### src/board_pkg.sv
// Shared sample, level and LED types for the audio board shell
// Imported by the RTL blocks and the testbench

`default_nettype none

package board_pkg;

    //------------------------------------------------------------------------
    // Audio samples

    // Raw sample from the INMP441, left-justified two's complement
    typedef logic signed [23:0] mic_sample_t;

    // Sample sent to the DAC, top 16 bits of a mic sample
    typedef logic signed [15:0] audio_sample_t;

    // Volume attenuation as a right-shift count, 0 is full volume
    typedef logic        [ 2:0] atten_t;

    //------------------------------------------------------------------------
    // Level meter

    // Magnitude of the top byte of a sample, 0 .. 127
    typedef logic        [ 6:0] level_t;

    // Thermometer pattern on the board LEDs, bit 7 is the clip light
    typedef logic        [ 7:0] led_bar_t;

endpackage

`default_nettype wire

### src/slow_clk_gen.sv
// Slow square wave made from the main clock
// Used as the decay tick of the level meter

`timescale 1ns/10ps
`default_nettype none

module slow_clk_gen
#(
    parameter int fast_clk_mhz = 50,
    parameter int slow_clk_hz  = 1
)
(
    input  logic clk,
    input  logic rst,
    output logic slow_clk
);

    // Main clock cycles per half period of slow_clk
    localparam int half_period = fast_clk_mhz * 1_000_000 / (2 * slow_clk_hz);
    localparam int w_cnt       = half_period > 1 ? $clog2(half_period) : 1;

    logic [w_cnt - 1:0] cnt;

    always_ff @(posedge clk)
    begin
        if (rst)
        begin
            cnt      <= '0;
            slow_clk <= 1'b0;
        end
        else if (cnt == w_cnt'(half_period - 1))
        begin
            cnt      <= '0;
            slow_clk <= ~slow_clk;
        end
        else
        begin
            cnt <= cnt + 1'b1;
        end
    end

endmodule

`default_nettype wire

### src/inmp441_mic_i2s_receiver.sv
// I2S master for the INMP441 microphone
// Drives sck and ws and returns each left-channel 24-bit sample with a strobe

`timescale 1ns/10ps
`default_nettype none

module inmp441_mic_i2s_receiver
    import board_pkg::*;
#(
    parameter int clk_mhz = 50
)
(
    input  logic        clk,
    input  logic        rst,
    output logic        sck,
    output logic        ws,
    input  logic        sd,
    output mic_sample_t value,
    output logic        value_valid
);

    // Clock cycles per half period of sck, about 3 MHz
    localparam int sck_half = clk_mhz / 6 > 0 ? clk_mhz / 6 : 1;
    localparam int w_div    = sck_half > 1 ? $clog2(sck_half) : 1;

    logic [w_div - 1:0] div_cnt;
    logic               div_wrap;
    logic [        5:0] bit_cnt;
    logic [       22:0] shift_reg;

    assign div_wrap = (div_cnt == w_div'(sck_half - 1));

    // 64 sck periods per frame, low half is the left channel
    assign ws = bit_cnt[5];

    //------------------------------------------------------------------------
    // sck and frame position

    always_ff @(posedge clk)
    begin
        if (rst)
        begin
            div_cnt <= '0;
            sck     <= 1'b0;
            bit_cnt <= '0;
        end
        else if (div_wrap)
        begin
            div_cnt <= '0;
            sck     <= ~sck;

            // Frame position advances on the falling edge
            if (sck)
                bit_cnt <= bit_cnt + 1'b1;
        end
        else
        begin
            div_cnt <= div_cnt + 1'b1;
        end
    end

    //------------------------------------------------------------------------
    // Capture on rising edges, MSB arrives one sck after ws falls

    always_ff @(posedge clk)
    begin
        if (div_wrap && !sck && bit_cnt >= 6'd1 && bit_cnt <= 6'd24)
            shift_reg <= {shift_reg[21:0], sd};
    end

    always_ff @(posedge clk)
    begin
        if (rst)
        begin
            value       <= '0;
            value_valid <= 1'b0;
        end
        else
        begin
            value_valid <= 1'b0;

            if (div_wrap && !sck && bit_cnt == 6'd24)
            begin
                value       <= {shift_reg, sd};
                value_valid <= 1'b1;
            end
        end
    end

endmodule

`default_nettype wire

### src/i2s_audio_out.sv
// I2S transmitter for a stereo DAC
// Makes mclk, bclk and lrclk and sends the same 16-bit word on both channels

`timescale 1ns/10ps
`default_nettype none

module i2s_audio_out
    import board_pkg::*;
#(
    parameter int clk_mhz = 50
)
(
    input  logic          clk,
    input  logic          reset,
    input  audio_sample_t data_in,
    output logic          mclk,
    output logic          bclk,
    output logic          sdata,
    output logic          lrclk
);

    // Clock cycles per half period of mclk, aiming at about 12.5 MHz
    localparam int mclk_half = (clk_mhz + 24) / 25 > 0 ? (clk_mhz + 24) / 25 : 1;
    localparam int w_pre     = mclk_half > 1 ? $clog2(mclk_half) : 1;

    logic [w_pre - 1:0] pre_cnt;
    logic               tick;
    logic [        7:0] phase;
    logic               bclk_fall;
    logic               lr_edge;
    audio_sample_t      cur_word;
    audio_sample_t      shift_reg;

    //------------------------------------------------------------------------
    // Clock divider
    // One phase step per mclk half period, 8 steps per bclk, 256 per frame

    assign tick = (pre_cnt == w_pre'(mclk_half - 1));

    always_ff @(posedge clk)
    begin
        if (reset)
        begin
            pre_cnt <= '0;
            phase   <= '0;
        end
        else if (tick)
        begin
            pre_cnt <= '0;
            phase   <= phase + 1'b1;
        end
        else
        begin
            pre_cnt <= pre_cnt + 1'b1;
        end
    end

    assign mclk  = phase[0];
    assign bclk  = phase[2];
    assign lrclk = phase[7];

    // Falling edge of bclk, and lrclk toggling on the same edge
    assign bclk_fall = tick && phase[2:0] == 3'b111;
    assign lr_edge   = bclk_fall && phase[6:3] == 4'b1111;

    //------------------------------------------------------------------------
    // Serializer
    // sdata still shows the drained register at the lrclk edge, so the MSB
    // follows one bclk later

    always_ff @(posedge clk)
    begin
        if (reset)
        begin
            cur_word  <= '0;
            shift_reg <= '0;
            sdata     <= 1'b0;
        end
        else if (bclk_fall)
        begin
            sdata <= shift_reg[15];

            if (lr_edge && lrclk)
            begin
                // Start of a frame, left half next
                cur_word  <= data_in;
                shift_reg <= data_in;
            end
            else if (lr_edge)
            begin
                shift_reg <= cur_word;
            end
            else
            begin
                shift_reg <= {shift_reg[14:0], 1'b0};
            end
        end
    end

endmodule

`default_nettype wire

### src/lab_top.sv
// Lab design: microphone loopback with key volume control and an LED level meter
// key[0] turns the volume down, key[1] turns it up

`timescale 1ns/10ps
`default_nettype none

module lab_top
    import board_pkg::*;
(
    input  logic          clk,
    input  logic          slow_clk,
    input  logic          rst,
    input  logic [1:0]    key,
    input  mic_sample_t   mic,
    input  logic          mic_valid,
    output audio_sample_t sound,
    output led_bar_t      led
);

    logic [1:0]    key_sync1;
    logic [1:0]    key_sync2;
    logic [1:0]    key_prev;
    logic [1:0]    key_press;
    atten_t        atten;
    audio_sample_t mic_top;
    level_t        level;
    level_t        peak;
    logic          slow_prev;
    logic          slow_rise;

    //------------------------------------------------------------------------
    // Key synchronizer and rising edge detect

    always_ff @(posedge clk)
    begin
        if (rst)
        begin
            key_sync1 <= '0;
            key_sync2 <= '0;
            key_prev  <= '0;
        end
        else
        begin
            key_sync1 <= key;
            key_sync2 <= key_sync1;
            key_prev  <= key_sync2;
        end
    end

    assign key_press = key_sync2 & ~key_prev;

    always_ff @(posedge clk)
    begin
        if (rst)
            atten <= '0;
        else if (key_press[0] && atten != 3'd7)
            atten <= atten + 1'b1;
        else if (key_press[1] && atten != 3'd0)
            atten <= atten - 1'b1;
    end

    //------------------------------------------------------------------------
    // Attenuated loopback

    assign mic_top = mic[23:8];

    always_ff @(posedge clk)
    begin
        if (rst)
            sound <= '0;
        else if (mic_valid)
            sound <= mic_top >>> atten;
    end

    //------------------------------------------------------------------------
    // Peak level meter

    // Ones' complement keeps -128 at 127 and fits in 7 bits
    assign level = mic[23] ? ~mic[22:16] : mic[22:16];

    assign slow_rise = slow_clk & ~slow_prev;

    always_ff @(posedge clk)
    begin
        if (rst)
        begin
            slow_prev <= 1'b0;
            peak      <= '0;
        end
        else
        begin
            slow_prev <= slow_clk;

            if (slow_rise)
                peak <= level;
            else if (mic_valid && level > peak)
                peak <= level;
        end
    end

    always_comb
    begin
        for (int i = 0; i < 7; i++)
            led[i] = (peak >= level_t'(1 << i));

        led[7] = (peak == 7'd127);
    end

endmodule

`default_nettype wire

### src/board_specific_top.sv
// Board wrapper around the lab design
// Reset comes from key[2], microphone and DAC sit on dedicated pins

`timescale 1ns/10ps
`default_nettype none

module board_specific_top
    import board_pkg::*;
#(
    parameter int clk_mhz     = 50,
    parameter int slow_clk_hz = 1
)
(
    input  wire       clk,
    input  wire [2:0] key,

    input  wire       mic_sd,
    output wire       mic_sck,
    output wire       mic_ws,

    output wire       i2s_mclk,
    output wire       i2s_bclk,
    output wire       i2s_lrclk,
    output wire       i2s_sdata,

    output wire [7:0] led
);

    //------------------------------------------------------------------------

    // Top key doubles as the board reset
    wire           rst = key[2];

    wire           slow_clk;
    mic_sample_t   mic;
    wire           mic_valid;
    audio_sample_t sound;

    //------------------------------------------------------------------------

    slow_clk_gen
    #(
        .fast_clk_mhz ( clk_mhz     ),
        .slow_clk_hz  ( slow_clk_hz )
    )
    i_slow_clk_gen
    (
        .clk          ( clk         ),
        .rst          ( rst         ),
        .slow_clk     ( slow_clk    )
    );

    //------------------------------------------------------------------------

    // INMP441 lr, GND and VCC are strapped on the board
    inmp441_mic_i2s_receiver
    #(
        .clk_mhz     ( clk_mhz   )
    )
    i_microphone
    (
        .clk         ( clk       ),
        .rst         ( rst       ),
        .sck         ( mic_sck   ),
        .ws          ( mic_ws    ),
        .sd          ( mic_sd    ),
        .value       ( mic       ),
        .value_valid ( mic_valid )
    );

    //------------------------------------------------------------------------

    lab_top i_lab_top
    (
        .clk       ( clk       ),
        .slow_clk  ( slow_clk  ),
        .rst       ( rst       ),
        .key       ( key[1:0]  ),
        .mic       ( mic       ),
        .mic_valid ( mic_valid ),
        .sound     ( sound     ),
        .led       ( led       )
    );

    //------------------------------------------------------------------------

    i2s_audio_out
    #(
        .clk_mhz ( clk_mhz   )
    )
    inst_audio_out
    (
        .clk     ( clk       ),
        .reset   ( rst       ),
        .data_in ( sound     ),
        .mclk    ( i2s_mclk  ),
        .bclk    ( i2s_bclk  ),
        .sdata   ( i2s_sdata ),
        .lrclk   ( i2s_lrclk )
    );

endmodule

`default_nettype wire

### config.mk
export PLATFORM = sky130hd
export DESIGN_NAME = board_specific_top
export DESIGN_NICKNAME = d
export VERILOG_FILES = /design/src/board_pkg.sv /design/src/slow_clk_gen.sv /design/src/inmp441_mic_i2s_receiver.sv /design/src/i2s_audio_out.sv /design/src/lab_top.sv /design/src/board_specific_top.sv
export SDC_FILE = /design/constraint.sdc
export NUM_CORES = 1
export LEC_CHECK = 0
export ABC_AREA = 1
export BUFFER_PORTS_ARGS = -buffer_cell sky130_fd_sc_hd__buf_2
export CAP_MARGIN = 20
export CORE_MARGIN = 5
export CORE_UTILIZATION = 62
export CTS_CLUSTER_DIAMETER = 80
export DETAILED_ROUTE_END_ITERATION = 6
export PLACE_DENSITY = 0.77
export SYNTH_ARGS = -nofsm -noshare
export SYNTH_HDL_FRONTEND = slang
export SYNTH_SLANG_ARGS = --single-unit
### constraint.sdc
create_clock -name clk -period 3.3 [get_ports clk]
set_clock_uncertainty 0.1 [all_clocks]
set_input_delay 0.165 -clock clk [delete_from_list [all_inputs] [get_ports clk]]
set_output_delay 0.165 -clock clk [all_outputs]
set_load 0.01 [all_outputs]
## Yosys cells after proc, flatten, opt, wreduce, memory -nomap -nowiden

Cells that the tools add are included.

| operators by class | value |
|---|---|
| shift-type cells | 1 |
| reduce and logical (&&, ||, !) cells | 19 |
| multiplexer cells | 8 |
| order comparisons | 10 |
| bitwise operators | 7 |
| equality and inequality tests | 7 |
| add/sub/neg operators | 7 |

Operator list:

| kind | count |
|---|---|
| 2-to-1 mux 16 bit | 2 |
| adder 25 x 1 -> 25 bit, second input constant | 1 |
| == test 25 bit, second input constant | 1 |
| 2-to-1 mux 7 bit | 3 |
| >>> shifter 16 x 3 -> 16 bit | 1 |
| logical AND 1 bit | 10 |
| adder 8 x 1 -> 8 bit, second input constant | 1 |
| == test 7 bit, second input constant | 1 |
| >= comparator 7 x 1 -> 1 bit, second input constant | 1 |
| >= comparator 7 x 2 -> 1 bit, second input constant | 1 |
| >= comparator 7 x 3 -> 1 bit, second input constant | 1 |
| >= comparator 7 x 4 -> 1 bit, second input constant | 1 |
| >= comparator 7 x 5 -> 1 bit, second input constant | 1 |
| >= comparator 7 x 6 -> 1 bit, second input constant | 1 |
| >= comparator 7 bit, second input constant | 1 |
| > comparator 7 bit | 1 |
| NOT 7 bit | 1 |
| adder 3 x 1 -> 3 bit, second input constant | 2 |
| adder 6 x 1 -> 6 bit, second input constant | 1 |
| == test 3 bit, second input constant | 2 |
| == test 6 x 5 -> 1 bit, second input constant | 1 |
| >= comparator 6 x 1 -> 1 bit, second input constant | 1 |
| less-or-equal comparator 6 x 5 -> 1 bit, second input constant | 1 |
| 2-to-1 mux 3 bit | 2 |
| other kinds (14) | 20 |

| word-level totals | value |
|---|---|
| output and inout bits | 14 |
| bits in registers | 159 |

## Longest topological paths before layout

Gate-level depths: netlist of run 1.

| logic depth | value |
|---|---|
| word-level depth | 6 |
| mapped depth | 14 |
| mapped depth without buffers | 12 |

## Cells and area by module

Synthesis of run 1 repeated with hierarchy kept, for this count alone.

| unflattened totals | value |
|---|---|
| cell total of the unflattened synthesis | 1061 |
| area total of the unflattened synthesis | 7654.8 µm² |

By module, submodules not included:

| module | area an instance (µm²) | times used | cells each |
|---|---|---|---|
| inmp441_mic_i2s_receiver | 2287.2 | 1 | 250 |
| lab_top | 2030.7 | 1 | 317 |
| i2s_audio_out | 1966.9 | 1 | 282 |
| slow_clk_gen | 1370.1 | 1 | 212 |

## Worst setup path after synthesis of run 1

OpenSTA, ideal clock, no wires.

| timing path | value |
|---|---|
| path kind | register to register |
| from | register i_microphone.div_cnt[0] |
| to | register i_microphone.shift_reg[0], enable pin |
| data required time | 2.783 ns |
| setup time | 0.417 ns |
| buffers on the path | 0 |
| period minus slack after synthesis | 2.821 ns |
| stages on the path, launching flop included | 7 |
| data arrival time | 2.304 ns |
| path slack | 0.479 ns |
| cells stage by stage | dfxtp_1 -> ha_1 -> ha_1 -> inv_1 -> or2_1 -> a21o_1 -> a41oi_1 |

| on the way | value |
|---|---|
| cells in the longest elaborated chain, start to end | 4 |

RTL lines:

| what | line | source |
|---|---|---|
| from (decl) | inmp441_mic_i2s_receiver.sv:26 | `logic [w_div - 1:0] div_cnt;` |
| from (signal assigned) | inmp441_mic_i2s_receiver.sv:58 | `div_cnt <= div_cnt + 1'b1;` |
| == test 3 bit | inmp441_mic_i2s_receiver.sv:31 | `assign div_wrap = (div_cnt == w_div'(sck_half - 1));` |
| logical AND 1 bit (3 in a row) | inmp441_mic_i2s_receiver.sv:67 | `if (div_wrap && !sck && bit_cnt >= 6'd1 && bit_cnt <= 6'd24)` |
| to (signal assigned) | inmp441_mic_i2s_receiver.sv:68 | `shift_reg <= {shift_reg[21:0], sd};` |
| to (decl) | inmp441_mic_i2s_receiver.sv:29 | `logic [ 22:0] shift_reg;` |

No other way between the ends.
A chain may end at the register's enable or synchronous reset.

## Worst setup path after layout of run 1

| timing path | value |
|---|---|
| from | register i_microphone.value[23] |
| to | register i_lab_top.peak[6] |

| on the way | value |
|---|---|
| cells in the longest elaborated chain, start to end | 4 |
| elaborated cells on any way between the ends | 6 |
| classes of those cells | order compare: 1; mux: 3; reduce/logical: 2 |

RTL lines:

| what | line | source |
|---|---|---|
| from (decl) | inmp441_mic_i2s_receiver.sv:18 | `output mic_sample_t value,` |
| from (signal assigned) | inmp441_mic_i2s_receiver.sv:84 | `value <= {shift_reg, sd};` |
| 2-to-1 mux 7 bit | lab_top.sv:79 | `assign level = mic[23] ? ~mic[22:16] : mic[22:16];` |
| net i_lab_top.level[2] | lab_top.sv:26 | `level_t level;` |
| > comparator 7 bit | lab_top.sv:96 | `else if (mic_valid && level > peak)` |
| logical AND 1 bit | lab_top.sv:96 |  |
| nonzero test 2 bit (no source line) | - |  |
| to (signal assigned) | lab_top.sv:95 | `peak <= level;` |
| to (signal assigned) | lab_top.sv:97 | `peak <= level;` |
| to (decl) | lab_top.sv:27 | `level_t peak;` |

The timed path passes the listed nets, and every way through them passes these cells. The select of a mux whose other input is x is not followed.

==> results of run 1 <==
-- cell families (layout without fill, tap and decap cells) --
logic type | Yosys count | in the layout
xor gates and xnor gates | 18 | 18
adders and majority gates | 17 | 17
AOI/OAI and AO/OA | 165 | 165
buffers and inverters | 146 | 167
and+or+nand+nor | 417 | 417
DFF | 151 | 151
-- through the flow --
step                instances  setup WS, ps
floorplan                 914           479
global placement         1040          1100
detailed placement       1040           973
CTS                      1075           979
global route             1075           677
finish                   1075           941
-- routing by layer --
layer / share of wire, % / routed length [um] / vias up
met5: 0 / 0 / -
met2: 49 / 6840 / 122
li1: - / - / 2957
met1: 44 / 6210 / 2632
met4: 3.0 / 427 / 0
met3: 3.9 / 545 / 42
-- final cells by class --
class | instances | area (um2) | share of cell area [%]
multi-input combinational | 617 | 3040 | 39.8
clock inverter | 8 | 145 | 1.90
clock buffer | 24 | 460 | 6.03
sequential | 151 | 3250 | 42.6
inverter | 111 | 419 | 5.49
tap | 140 | 175 | 2.29
timing repair buffer | 24 | 143 | 1.87
-- synthesized netlist by cell type, types with 2 or more instances --
library cell,instances
sky130_fd_sc_hd__nand4_1,10
sky130_fd_sc_hd__nand2_1,207
sky130_fd_sc_hd__o211ai_1,3
sky130_fd_sc_hd__nor3_1,7
sky130_fd_sc_hd__nor2_1,121
sky130_fd_sc_hd__xnor2_1,4
sky130_fd_sc_hd__inv_2,4
sky130_fd_sc_hd__or2_2,3
sky130_fd_sc_hd__edfxtp_1,23
sky130_fd_sc_hd__buf_1,3
sky130_fd_sc_hd__buf_2,16
sky130_fd_sc_hd__ha_1,16
sky130_fd_sc_hd__dfxtp_1,128
sky130_fd_sc_hd__o21ai_0,70
sky130_fd_sc_hd__inv_1,106
sky130_fd_sc_hd__a31oi_1,9
sky130_fd_sc_hd__nor2_8,2
sky130_fd_sc_hd__a21oi_1,74
sky130_fd_sc_hd__nand3_1,54
sky130_fd_sc_hd__xor2_1,14
sky130_fd_sc_hd__clkbuf_1,15
sky130_fd_sc_hd__nand2_2,4
sky130_fd_sc_hd__a211oi_1,2
-- report_power, final --
group,total [mW],switching (mW),internal [mW]
sequential,1.90,0.0233,1.88
combinational,0.116,0.0770,0.0385
clock,1.98,0.714,1.27
total,4.00,0.814,3.18
-- placed cells by master (no fill, tap or decap), types with 2 or more instances in the layout --
cell type                       Yosys  final
sky130_fd_sc_hd__nor2_1           121    121
sky130_fd_sc_hd__bufinv_16          0      4
sky130_fd_sc_hd__clkbuf_1          15      5
sky130_fd_sc_hd__clkbuf_16          0     16
sky130_fd_sc_hd__clkinvlp_4         0      2
sky130_fd_sc_hd__o21ai_0           70     70
sky130_fd_sc_hd__nor2_8             2      2
sky130_fd_sc_hd__xor2_1            14     14
sky130_fd_sc_hd__or2_2              3      3
sky130_fd_sc_hd__buf_4              0      3
sky130_fd_sc_hd__nor3_1             7      7
sky130_fd_sc_hd__dlygate4sd3_1      0      3
sky130_fd_sc_hd__clkbuf_8           0      3
sky130_fd_sc_hd__xnor2_1            4      4
sky130_fd_sc_hd__ha_1              16     16
sky130_fd_sc_hd__nand3_1           54     54
sky130_fd_sc_hd__clkinv_2           0      2
sky130_fd_sc_hd__edfxtp_1          23     23
sky130_fd_sc_hd__nand2_1          207    207
sky130_fd_sc_hd__inv_2              4      4
sky130_fd_sc_hd__nand2_2            4      4
sky130_fd_sc_hd__nand4_1           10     10
sky130_fd_sc_hd__buf_2             16     18
sky130_fd_sc_hd__o211ai_1           3      3
sky130_fd_sc_hd__inv_1            106    106
sky130_fd_sc_hd__dfxtp_1          128    128
sky130_fd_sc_hd__a31oi_1            9      9
sky130_fd_sc_hd__a21oi_1           74     74
sky130_fd_sc_hd__a211oi_1           2      2
-- worst paths after layout --
path	slack [ps]	startpoint	cells after the start	to
min reg2reg	310	i_lab_top.key_sync1[0]$_SDFF_PP0_	2	i_lab_top.key_sync2[0]$_SDFF_PP0_
min	90	key[2]	3	inst_audio_out.pre_cnt$_SDFF_PP0_
max	940	i_microphone.value[23]$_SDFFE_PP0P_	10	i_lab_top.peak[6]$_SDFFE_PP0P_
max reg2reg	940	i_microphone.value[23]$_SDFFE_PP0P_	10	i_lab_top.peak[6]$_SDFFE_PP0P_
-- worst max-delay path, stage by stage (launching register included) --
cell and delay, ps:
sky130_fd_sc_hd__dfxtp_1 630, sky130_fd_sc_hd__xor2_1 300, sky130_fd_sc_hd__ha_1 310, sky130_fd_sc_hd__a21oi_1 140, sky130_fd_sc_hd__nand2_1 70, sky130_fd_sc_hd__nand2_1 50
sky130_fd_sc_hd__nand2_1 40, sky130_fd_sc_hd__nand2_1 340, sky130_fd_sc_hd__nand3_1 130, sky130_fd_sc_hd__nand2_1 80, sky130_fd_sc_hd__nor2_1 50
==> out/qor.txt, run 1 <==
PLACE
-----------------------------------------------------------------------------------------------------
Post-detailed-placement half-perimeter wirelength ......................................      9690 um
Buffers on Ports .......................................................................           18
Placed cell area .......................................................................     7000 um2
RD Place Congestion ....................................................................        0.899

SETUP PATH
-----------------------------------------------------------------------------------------------------
CP startpoint kind .....................................................................    flip-flop
Critical path data required time .......................................................      3620 ps
Critical path arrival ..................................................................      2680 ps
CP Class ............................................................................... flip-flop to flip-flop
Maximum fanout along the worst path ....................................................           14
Kind of capture point of the worst setup path ..........................................    flip-flop

GLOBAL ROUTING
-----------------------------------------------------------------------------------------------------
Total Routing Usage GR .................................................................        22.8%
Met1 demand-to-capacity share in global routing ........................................        26.9%
Global routing usage on met3 ...........................................................        5.37%
Antenna violations before repair .......................................................            0
GRT Max-Usage Layer ....................................................................         met2
Via count of the first global-routing pass .............................................         5603
First-pass GRT wire length .............................................................     24600 um
Fraction of met2 tracks used by global routing .........................................        39.2%
Pin count of the biggest net entering global routing ...................................           57
Remaining Overflow, GRT ................................................................            0

CLOCK NETWORK
-----------------------------------------------------------------------------------------------------
Post-CTS setup-driven buffer insertion count ...........................................            0
Clock root cell ........................................................................ sky130_fd_sc_hd__clkbuf_8
Clock tree from TritonCTS ..............................................................          yes
Count of H-tree levels built during CTS ................................................            4
Number of buffers on the longest clock path ............................................            2
Resize count post-CTS ..................................................................            0
Cts hold-fix bufs ......................................................................            3
Clock Pin Slew Worst Setup and Hold Paths ..............................................        60 ps
Clock latency at the later pin of the worst-skew pair ..................................       530 ps
Clock buffer count from CTS ............................................................           17
Total number of clock tree sinks .......................................................          151

SYNTHESIS
-----------------------------------------------------------------------------------------------------
Warnings from Yosys ....................................................................            0
Number of nets produced by synthesis ...................................................          936
Number of storage elements in the synthesis netlist ....................................          151
Top flip-flop cell by instance count after synthesis ................................... sky130_fd_sc_hd__dfxtp_1
Main area contributors after synthesis ................................................. sky130_fd_sc_hd__dfxtp_1, sky130_fd_sc_hd__nand2_1, sky130_fd_sc_hd__edfxtp_1
Multiplexer area fraction after synthesis ..............................................           0%
Post-Syn Area per Cell .................................................................     7.51 um2
Dominant combinational cell family by area after synthesis ............................. simple AND/OR/NAND/NOR gates
Post-synthesis async set-or-reset flop share ...........................................           0%
Compound-gate portion of the synthesized area ..........................................        12.8%
Area share of the largest cell type after synthesis ....................................        37.3%
Post-synth EDFFs .......................................................................           23
Dominant cell type by area after synthesis ............................................. sky130_fd_sc_hd__dfxtp_1
Unique cell type count in the Yosys netlist ............................................           42
Synthesized-area fraction occupied by and/or/nand/nor cells ............................        25.9%
Gate count of the mapped netlist .......................................................          914
Sequential share of the synthesized area ...............................................        47.4%
Post-synthesis share of cell area spent on full adders, half adders and majority gates .        3.21%
Combined area of all synthesized cells .................................................     6860 um2
XOR/XNOR Fraction of Synth Area ........................................................        2.30%

FLOORPLANNING
-----------------------------------------------------------------------------------------------------
Total die area .........................................................................    13300 um2
Starting density of the core ...........................................................        63.3%
Count of pins on the block boundary ....................................................           19
Die extent in y ........................................................................       115 um
Die Wd .................................................................................       115 um
Placeable core region ..................................................................    10800 um2
Number of cell rows ....................................................................           38

POWER AND IR DROP
-----------------------------------------------------------------------------------------------------
Static leakage .........................................................................      3.18 nW
Worst IR drop on VDD ...................................................................       434 uV
Tot Pwr ................................................................................      4.00 mW
Power density of the placed cells ......................................................   524 nW/um2

TIMING
-----------------------------------------------------------------------------------------------------
Final critical path time including I/O delays and setup ................................      2360 ps
Final clock period utilization by the worst path .......................................        71.5%
Setup TNS ..............................................................................         0 ps
Count of final hold-check violations ...................................................            0
Number of setup violations in the final report .........................................            0
Slew at the pin with the worst max-slew slack ..........................................       852 ps
Hold Slack .............................................................................      91.3 ps
Timing-limited maximum frequency .......................................................      424 MHz
Setup repair after global routing missed its margin ....................................           no
Slew margin rel. .......................................................................        43.1%
Max Slew Vio Count .....................................................................            0

ROUTING
-----------------------------------------------------------------------------------------------------
Routed via count divided by cell count .................................................         5.35
DRC ....................................................................................            0
Wirelength per Cell ....................................................................      13.0 um
Total via count after detailed routing .................................................         5753
First-pass detailed-route iteration total ..............................................            5
ANT nets after route ...................................................................            0
Total Wirelength .......................................................................     14000 um
First-iteration detailed-routing DRC count .............................................          475

JOB
-----------------------------------------------------------------------------------------------------
Max-cap violation count ................................................................            0

LAYOUT
-----------------------------------------------------------------------------------------------------
Total number of nets in the final design ...............................................          944
Area growth from synthesis to layout ...................................................        11.3%
Area of all placed cells without fillers ...............................................     7630 um2
Number of diodes added for antenna fixing ..............................................            0
Final Core Density .....................................................................        70.4%
Proportion of layout cells with a drive suffix above 1 .................................        7.59%
Fill cell total of the finished layout .................................................          889
Max FFs per register ...................................................................           25

MIN PATH
-----------------------------------------------------------------------------------------------------
Type of the worst min-delay path ....................................................... primary input to flip-flop

OUTCOME
-----------------------------------------------------------------------------------------------------
Result of the run ......................................................................    completed

(Power assumes the default switching activity.)
==> inputs of run 2 (changes only) <==
- clock period: 3.3 -> 2.3 ns (I/O delays scaled with it)
==> out/qor.txt, run 2 (synthesis results as in run 1) <==
OUTCOME
----------------------------------------------------------------------
Result of the run .......................................    completed   unchanged

PLACE
----------------------------------------------------------------------
Buffers on Ports ........................................           18   unchanged
Cell count after placement ..............................         1049   was 1040
Post-detailed-placement half-perimeter wirelength .......     10200 um   was 9690 um
RD Place Congestion .....................................        0.886   was 0.899

GLOBAL ROUTING
----------------------------------------------------------------------
Pin count of the biggest net entering global routing ....           46   was 57
Via count of the first global-routing pass ..............         5472   was 5603
First-pass GRT wire length ..............................     24400 um   was 24600 um
Remaining Overflow, GRT .................................            0   unchanged
Antenna violations before repair ........................            0   unchanged
Total Routing Usage GR ..................................        22.8%   about the same

CLOCK NETWORK
----------------------------------------------------------------------
Number of buffers on the longest clock path .............            2   unchanged
Clock Pin Slew Worst Setup and Hold Paths ...............        60 ps   about the same
Total number of clock tree sinks ........................          151   unchanged
Post-CTS setup-driven buffer insertion count ............            0   unchanged
Count of H-tree levels built during CTS .................            4   unchanged
Clock tree from TritonCTS ...............................          yes   unchanged
Clock root cell ......................................... sky130_fd_sc_hd__clkbuf_8   unchanged
Clock latency at the later pin of the worst-skew pair ...       540 ps   was 530 ps
Clock buffer count from CTS .............................           17   unchanged

ROUTING
----------------------------------------------------------------------
First-pass detailed-route iteration total ...............            5   unchanged
Wirelength per Cell .....................................      13.2 um   was 13.0 um
Total via count after detailed routing ..................         5788   was 5753
DRC .....................................................            0   unchanged
First-iteration detailed-routing DRC count ..............          418   was 475
ANT nets after route ....................................            0   unchanged
Routed via count divided by cell count ..................         5.34   was 5.35
Total Wirelength ........................................     14300 um   was 14000 um

TIMING
----------------------------------------------------------------------
Timing-limited maximum frequency ........................      497 MHz   was 424 MHz
Final critical path time including I/O delays and setup .      2010 ps   was 2360 ps
Count of final hold-check violations ....................            0   unchanged
Max Slew Vio Count ......................................            0   unchanged
Final clock period utilization by the worst path ........        87.5%   was 71.5%
Setup repair after global routing missed its margin .....           no   unchanged
Slew at the pin with the worst max-slew slack ...........       671 ps   was 852 ps
Number of setup violations in the final report ..........            0   unchanged
Setup TNS ...............................................         0 ps   unchanged
Slew margin rel. ........................................        55.2%   was 43.1%

SETUP PATH
----------------------------------------------------------------------
Start point of the critical path ........................ i_microphone.div_cnt[0]$_SDFF_PP0_   was i_microphone.value[23]$_SDFFE_PP0P_
Maximum fanout along the worst path .....................           28   was 14
Critical path arrival ...................................      2320 ps   was 2680 ps
CP max stage cell ....................................... sky130_fd_sc_hd__dfxtp_1   unchanged
CP startpoint kind ......................................    flip-flop   unchanged
CP Class ................................................ flip-flop to flip-flop   unchanged
Levels on crit path .....................................            8   was 10
Worst Reg2Reg Path Length in Cells ......................            8   was 10
Worst r2r src ........................................... i_microphone.div_cnt[0]$_SDFF_PP0_   was i_microphone.value[23]$_SDFFE_PP0P_
Critical path data required time ........................      2610 ps   was 3620 ps
Kind of capture point of the worst setup path ...........    flip-flop   unchanged
Cells along the critical path ........................... ha_1, ha_1, inv_1, or2_1, nor3_4, inv_2, o21ai_0, a21oi_1   was xor2_1, ha_1, a21oi_1, nand2_1, nand2_1, nand2_1, nand2_1, nand3_1, nand2_1, nor2_1
Most common cell type on the critical path .............. sky130_fd_sc_hd__ha_1   was sky130_fd_sc_hd__nand2_1
CP top delay family ..................................... simple AND/OR/NAND/NOR gates   unchanged
FF-to-FF End ............................................ i_microphone.value[9]$_SDFFE_PP0P_   was i_lab_top.peak[6]$_SDFFE_PP0P_
CP Buf/Inv Count ........................................            2   was 0
Highest cell delay on the worst timing path .............       340 ps   was 630 ps
Worst setup path endpoint ............................... i_microphone.value[9]$_SDFFE_PP0P_   was i_lab_top.peak[6]$_SDFFE_PP0P_
Register-to-register setup slack ........................       290 ps   was 940 ps

FLOORPLANNING
----------------------------------------------------------------------
Die Wd ..................................................       115 um   unchanged
Placeable core region ...................................    10800 um2   unchanged
Starting density of the core ............................        63.3%   unchanged
Count of pins on the block boundary .....................           19   unchanged
Die extent in y .........................................       115 um   unchanged
Number of cell rows .....................................           38   unchanged
Total die area ..........................................    13300 um2   unchanged

POWER AND IR DROP
----------------------------------------------------------------------
Static leakage ..........................................      3.23 nW   was 3.18 nW
Worst IR drop on VDD ....................................       956 uV   was 434 uV
Power density of the placed cells .......................   728 nW/um2   was 524 nW/um2

LAYOUT
----------------------------------------------------------------------
Total number of nets in the final design ................          953   was 944
Area growth from synthesis to layout ....................        12.3%   was 11.3%
Commonest non-fill, non-tap cell in the layout .......... sky130_fd_sc_hd__nand2_1   unchanged
Commonest cells after routing, fill and taps aside ...... sky130_fd_sc_hd__nand2_1, sky130_fd_sc_hd__dfxtp_1, sky130_fd_sc_hd__nor2_1, sky130_fd_sc_hd__inv_1, sky130_fd_sc_hd__a21oi_1   unchanged
Proportion of layout cells with a drive suffix above 1 ..        9.22%   was 7.59%
Number of diodes added for antenna fixing ...............            0   unchanged
Max FFs per register ....................................           25   unchanged
Non-filler cells in the finished layout .................         1084   was 1075

JOB
----------------------------------------------------------------------
Max-cap violation count .................................            0   unchanged

MIN PATH
----------------------------------------------------------------------
Type of the worst min-delay path ........................ primary input to flip-flop   unchanged

-- run 2: area by class of cell --
class,count,area (um2)
Clock buffer,17,414
Clock inverter,15,170
Fill cell,874,3130
Inverter,111,419
Multi-Input combinational cell,617,3050
Sequential cell,151,3250
Tap cell,140,175
Timing Repair Buffer,33,223
-- run 2: worst min-delay path by stage --
stage | start | cells past startpoint | slack [ps] | endpoint
2_1_floorplan | mic_sd | 0 | 110 | i_microphone.shift_reg[0]$_DFFE_PP_
3_3_place_gp | mic_sd | 1 | 190 | i_microphone.shift_reg[0]$_DFFE_PP_
3_5_place_dp | mic_sd | 1 | 200 | i_microphone.shift_reg[0]$_DFFE_PP_
4_1_cts | key[2] | 3 | 20 | inst_audio_out.pre_cnt$_SDFF_PP0_
5_1_grt | key[2] | 3 | 50 | i_lab_top.key_sync1[0]$_SDFF_PP0_
6_report | key[2] | 3 | 40 | inst_audio_out.pre_cnt$_SDFF_PP0_
-- run 2: routing by layer --
layer  global-route usage, %  part of all wire [%]  wire (um)
met5                       0                     0          0
met4                    10.3                   2.4        348
met3                    5.95                   3.2        454
met2                    40.3                    51       7350
met1                    25.8                    43       6170
-- run 2: power breakdown --
| group | internal [mW] | leakage (nW) | switching (mW) |
|---|---|---|---|
| Clock | 1.57 | 0.282 | 1.14 |
| Combinational | 0.0619 | 1.70 | 0.123 |
| Sequential | 2.69 | 1.24 | 0.0198 |
| Total | 4.33 | 3.23 | 1.28 |
-- run 2: repair_timing --
| action | CTS | global route |
|---|---|---|
| hold buffers | 3 | 0 |
| endpoints found under the setup margin | 0 | 7 |
| gates resized for setup | 0 | 2 |
| endpoints found under the hold margin | 3 | 0 |
-- run 2: worst register-to-register path, cell delays in order (launching register included) --
cell                      delay [ps]
sky130_fd_sc_hd__dfxtp_1         340
sky130_fd_sc_hd__ha_1            150
sky130_fd_sc_hd__ha_1            170
sky130_fd_sc_hd__inv_1            50
sky130_fd_sc_hd__or2_1           250
sky130_fd_sc_hd__nor3_4          240
sky130_fd_sc_hd__inv_2           230
sky130_fd_sc_hd__o21ai_0         280
sky130_fd_sc_hd__a21oi_1          70
-- run 2: metrics by stage --
| step | power [mW] | setup slack, ps | util (%) | hold WS, ps | instance area, um2 |
|---|---|---|---|---|---|
| 6_report | 5.61 | 287 | 71.1 | 44.2 | 7710 |
| 3_3_place_gp | 2.95 | 153 | 65.4 | 195 | 7090 |
| 2_1_floorplan | 2.91 | 192 | - | 114 | 6880 |
| 4_1_cts | 5.66 | 0.0877 | 71.1 | 16.1 | 7700 |
| 3_5_place_dp | 2.95 | 8.51 | 65.4 | 202 | 7090 |
| 5_1_grt | 5.80 | 118 | 71.1 | 49.6 | 7710 |
==> inputs of run 3 (changes only) <==
- CORE_MARGIN: 5 -> 2
- CORE_UTILIZATION: 62 -> 63
- PLACE_DENSITY: 0.77 -> 0.78
- SYNTH_HIERARCHICAL: unset -> 1
==> out/qor.txt, run 3 <==
SETUP PATH
----------------------------------------------------------------------
Maximum fanout along the worst path .....................           16   was 28
Kind of capture point of the worst setup path ...........    flip-flop   unchanged
Critical path data required time ........................      2530 ps   was 2610 ps
CP Class ................................................ flip-flop to flip-flop   unchanged
CP startpoint kind ......................................    flip-flop   unchanged
Critical path arrival ...................................      2290 ps   was 2320 ps

SYNTHESIS
----------------------------------------------------------------------
Gate count of the mapped netlist ........................         1013   was 914
Post-Syn Area per Cell ..................................     7.24 um2   was 7.51 um2
Combined area of all synthesized cells ..................     7330 um2   was 6860 um2
Number of nets produced by synthesis ....................         1035   was 936
Warnings from Yosys .....................................            6   was 0

MIN PATH
----------------------------------------------------------------------
Type of the worst min-delay path ........................ flip-flop to flip-flop   was primary input to flip-flop

FLOORPLANNING
----------------------------------------------------------------------
Number of cell rows .....................................           39   was 38
Count of pins on the block boundary .....................           19   unchanged
Die extent in y .........................................       112 um   was 115 um
Die Wd ..................................................       112 um   was 115 um
Starting density of the core ............................        64.5%   was 63.3%
Total die area ..........................................    12500 um2   was 13300 um2
Placeable core region ...................................    11400 um2   was 10800 um2

TIMING
----------------------------------------------------------------------
Number of setup violations in the final report ..........            0   unchanged
Final critical path time including I/O delays and setup .      2060 ps   was 2010 ps
Setup repair after global routing missed its margin .....           no   unchanged
Max Slew Vio Count ......................................            0   unchanged
Count of final hold-check violations ....................            0   unchanged
Timing-limited maximum frequency ........................      486 MHz   was 497 MHz
Slew margin rel. ........................................        53.5%   was 55.2%
Setup TNS ...............................................         0 ps   unchanged
Slew at the pin with the worst max-slew slack ...........       697 ps   was 671 ps
Final clock period utilization by the worst path ........        89.5%   was 87.5%

CLOCK NETWORK
----------------------------------------------------------------------
Number of buffers on the longest clock path .............            2   unchanged
Clock Pin Slew Worst Setup and Hold Paths ...............        60 ps   about the same
Clock tree from TritonCTS ...............................          yes   unchanged
Post-CTS setup-driven buffer insertion count ............            0   unchanged
Clock latency at the later pin of the worst-skew pair ...       420 ps   was 540 ps
Clock buffer count from CTS .............................           17   unchanged
Total number of clock tree sinks ........................          151   unchanged
Clock root cell ......................................... sky130_fd_sc_hd__clkbuf_16   was sky130_fd_sc_hd__clkbuf_8
Count of H-tree levels built during CTS .................            4   unchanged

GLOBAL ROUTING
----------------------------------------------------------------------
Pin count of the biggest net entering global routing ....           24   was 46
Via count of the first global-routing pass ..............         5883   was 5472
First-pass GRT wire length ..............................     26000 um   was 24400 um
Total Routing Usage GR ..................................        25.2%   was 22.8%
Remaining Overflow, GRT .................................            0   unchanged
Antenna violations before repair ........................            0   unchanged

OUTCOME
----------------------------------------------------------------------
Result of the run .......................................    completed   unchanged

LAYOUT
----------------------------------------------------------------------
Final Core Density ......................................        71.0%   was 71.1%
Max FFs per register ....................................           25   unchanged
Proportion of layout cells with a drive suffix above 1 ..        8.97%   was 9.22%
Commonest non-fill, non-tap cell in the layout .......... sky130_fd_sc_hd__nand2_1   unchanged
Commonest cells after routing, fill and taps aside ...... sky130_fd_sc_hd__nand2_1, sky130_fd_sc_hd__nor2_1, sky130_fd_sc_hd__dfxtp_1, sky130_fd_sc_hd__inv_1, sky130_fd_sc_hd__nand3_1   was sky130_fd_sc_hd__nand2_1, sky130_fd_sc_hd__dfxtp_1, sky130_fd_sc_hd__nor2_1, sky130_fd_sc_hd__inv_1, sky130_fd_sc_hd__a21oi_1
Total number of nets in the final design ................         1046   was 953
Area growth from synthesis to layout ....................        10.1%   was 12.3%
Number of diodes added for antenna fixing ...............            0   unchanged

POWER AND IR DROP
----------------------------------------------------------------------
Net Switching ...........................................      1.20 mW   was 1.28 mW
Switching share of total power ..........................        20.8%   was 22.8%
Sequential power share ..................................        46.9%   was 48.4%
Static leakage ..........................................      3.56 nW   was 3.23 nW
Internal power summed over all cells ....................      4.59 mW   was 4.33 mW
Gate power share ........................................         3.3%   about the same
Worst IR drop on VDD ....................................       899 uV   was 956 uV
Clk network pwr share ...................................        49.8%   was 48.3%
Power density of the placed cells .......................   718 nW/um2   was 728 nW/um2

PLACE
----------------------------------------------------------------------
Buffers on Ports ........................................           18   unchanged
RD Place Congestion .....................................        0.867   was 0.886
Post-detailed-placement half-perimeter wirelength .......     10000 um   was 10200 um

ROUTING
----------------------------------------------------------------------
First-iteration detailed-routing DRC count ..............          439   was 418
Met3 Wirelength .........................................       643 um   was 454 um
Total Wirelength ........................................     14800 um   was 14300 um
Total length of routed met2 wires .......................      6840 um   was 7350 um
Routed via count divided by cell count ..................         5.25   was 5.34
Total via count after detailed routing ..................         6198   was 5788
ANT nets after route ....................................            0   unchanged
DRC .....................................................            0   unchanged
Wire length on met1 .....................................      7090 um   was 6170 um
Top layer reached by signal wires .......................         met4   unchanged
Wirelength per Cell .....................................      12.6 um   was 13.2 um
First-pass detailed-route iteration total ...............            5   unchanged

JOB
----------------------------------------------------------------------
Max-cap violation count .................................            0   unchanged

run 3: layout make-up:
| cell class | count | area (um2) |
|---|---|---|
| timing repair buffer | 37 | 248 |
| inverter | 119 | 447 |
| fill | 957 | 3290 |
| tap | 143 | 179 |
| sequential | 151 | 3250 |
| clock inverter | 14 | 181 |
| multi-input combinational | 698 | 3330 |
| clock buffer | 18 | 439 |
run 3: timing repair:
action,CTS,global route
setup endpoints to repair,0,7
endpoints found under the hold margin,8,0
hold buffers,6,0
resized for setup,0,2
run 3: worst paths after layout:
path / start / slack [ps] / end / cells after the start
max: inst_audio_out/phase[0]$_SDFFE_PP0P_ / 240 / inst_audio_out/cur_word[4]$_SDFFE_PP0P_ / 9
min: i_lab_top/key_sync1[0]$_SDFF_PP0_ / 300 / i_lab_top/key_sync2[0]$_SDFF_PP0_ / 2
max reg2reg: inst_audio_out/phase[0]$_SDFFE_PP0P_ / 240 / inst_audio_out/cur_word[4]$_SDFFE_PP0P_ / 9
min reg2reg: i_lab_top/key_sync1[0]$_SDFF_PP0_ / 300 / i_lab_top/key_sync2[0]$_SDFF_PP0_ / 2
run 3: metal layers:
metal | up-vias | GRT usage, %
li1 | 3239 | -
met1 | 2788 | 32.9
met2 | 149 | 40.8
met3 | 22 | 6.37
met4 | 0 | 8.81
met5 | - | 0
run 3: worst max-delay path, stage by stage (launching register included):
cell	delay (ps)
sky130_fd_sc_hd__dfxtp_1	340
sky130_fd_sc_hd__ha_1	220
sky130_fd_sc_hd__ha_1	210
sky130_fd_sc_hd__nand2_4	150
sky130_fd_sc_hd__inv_2	120
sky130_fd_sc_hd__nand2_4	210
sky130_fd_sc_hd__nor2_4	60
sky130_fd_sc_hd__inv_2	250
sky130_fd_sc_hd__nand2_1	100
sky130_fd_sc_hd__a21oi_1	210
run 3: power by group through the flow:
stage               logic, mW  clock network (mW)  registers (mW)
floorplan               0.152                   0            2.77
global placement        0.179                   0            2.77
detailed placement      0.182                   0            2.77
CTS                     0.190                2.93            2.72
global route            0.219                3.04            2.72
finish                  0.189                2.89            2.72
run 3: stage by stage:
step | hold slack [ps] | cells | area [um2] | setup WS [ps] | power (mW)
floorplan | 94.3 | 1013 | 7330 | 311 | 2.92
global placement | 193 | 1142 | 7390 | 154 | 2.95
detailed placement | 194 | 1142 | 7390 | 98.1 | 2.96
CTS | 291 | 1180 | 8070 | 36.7 | 5.84
global route | 292 | 1180 | 8080 | 140 | 5.98
finish | 303 | 1180 | 8080 | 242 | 5.80
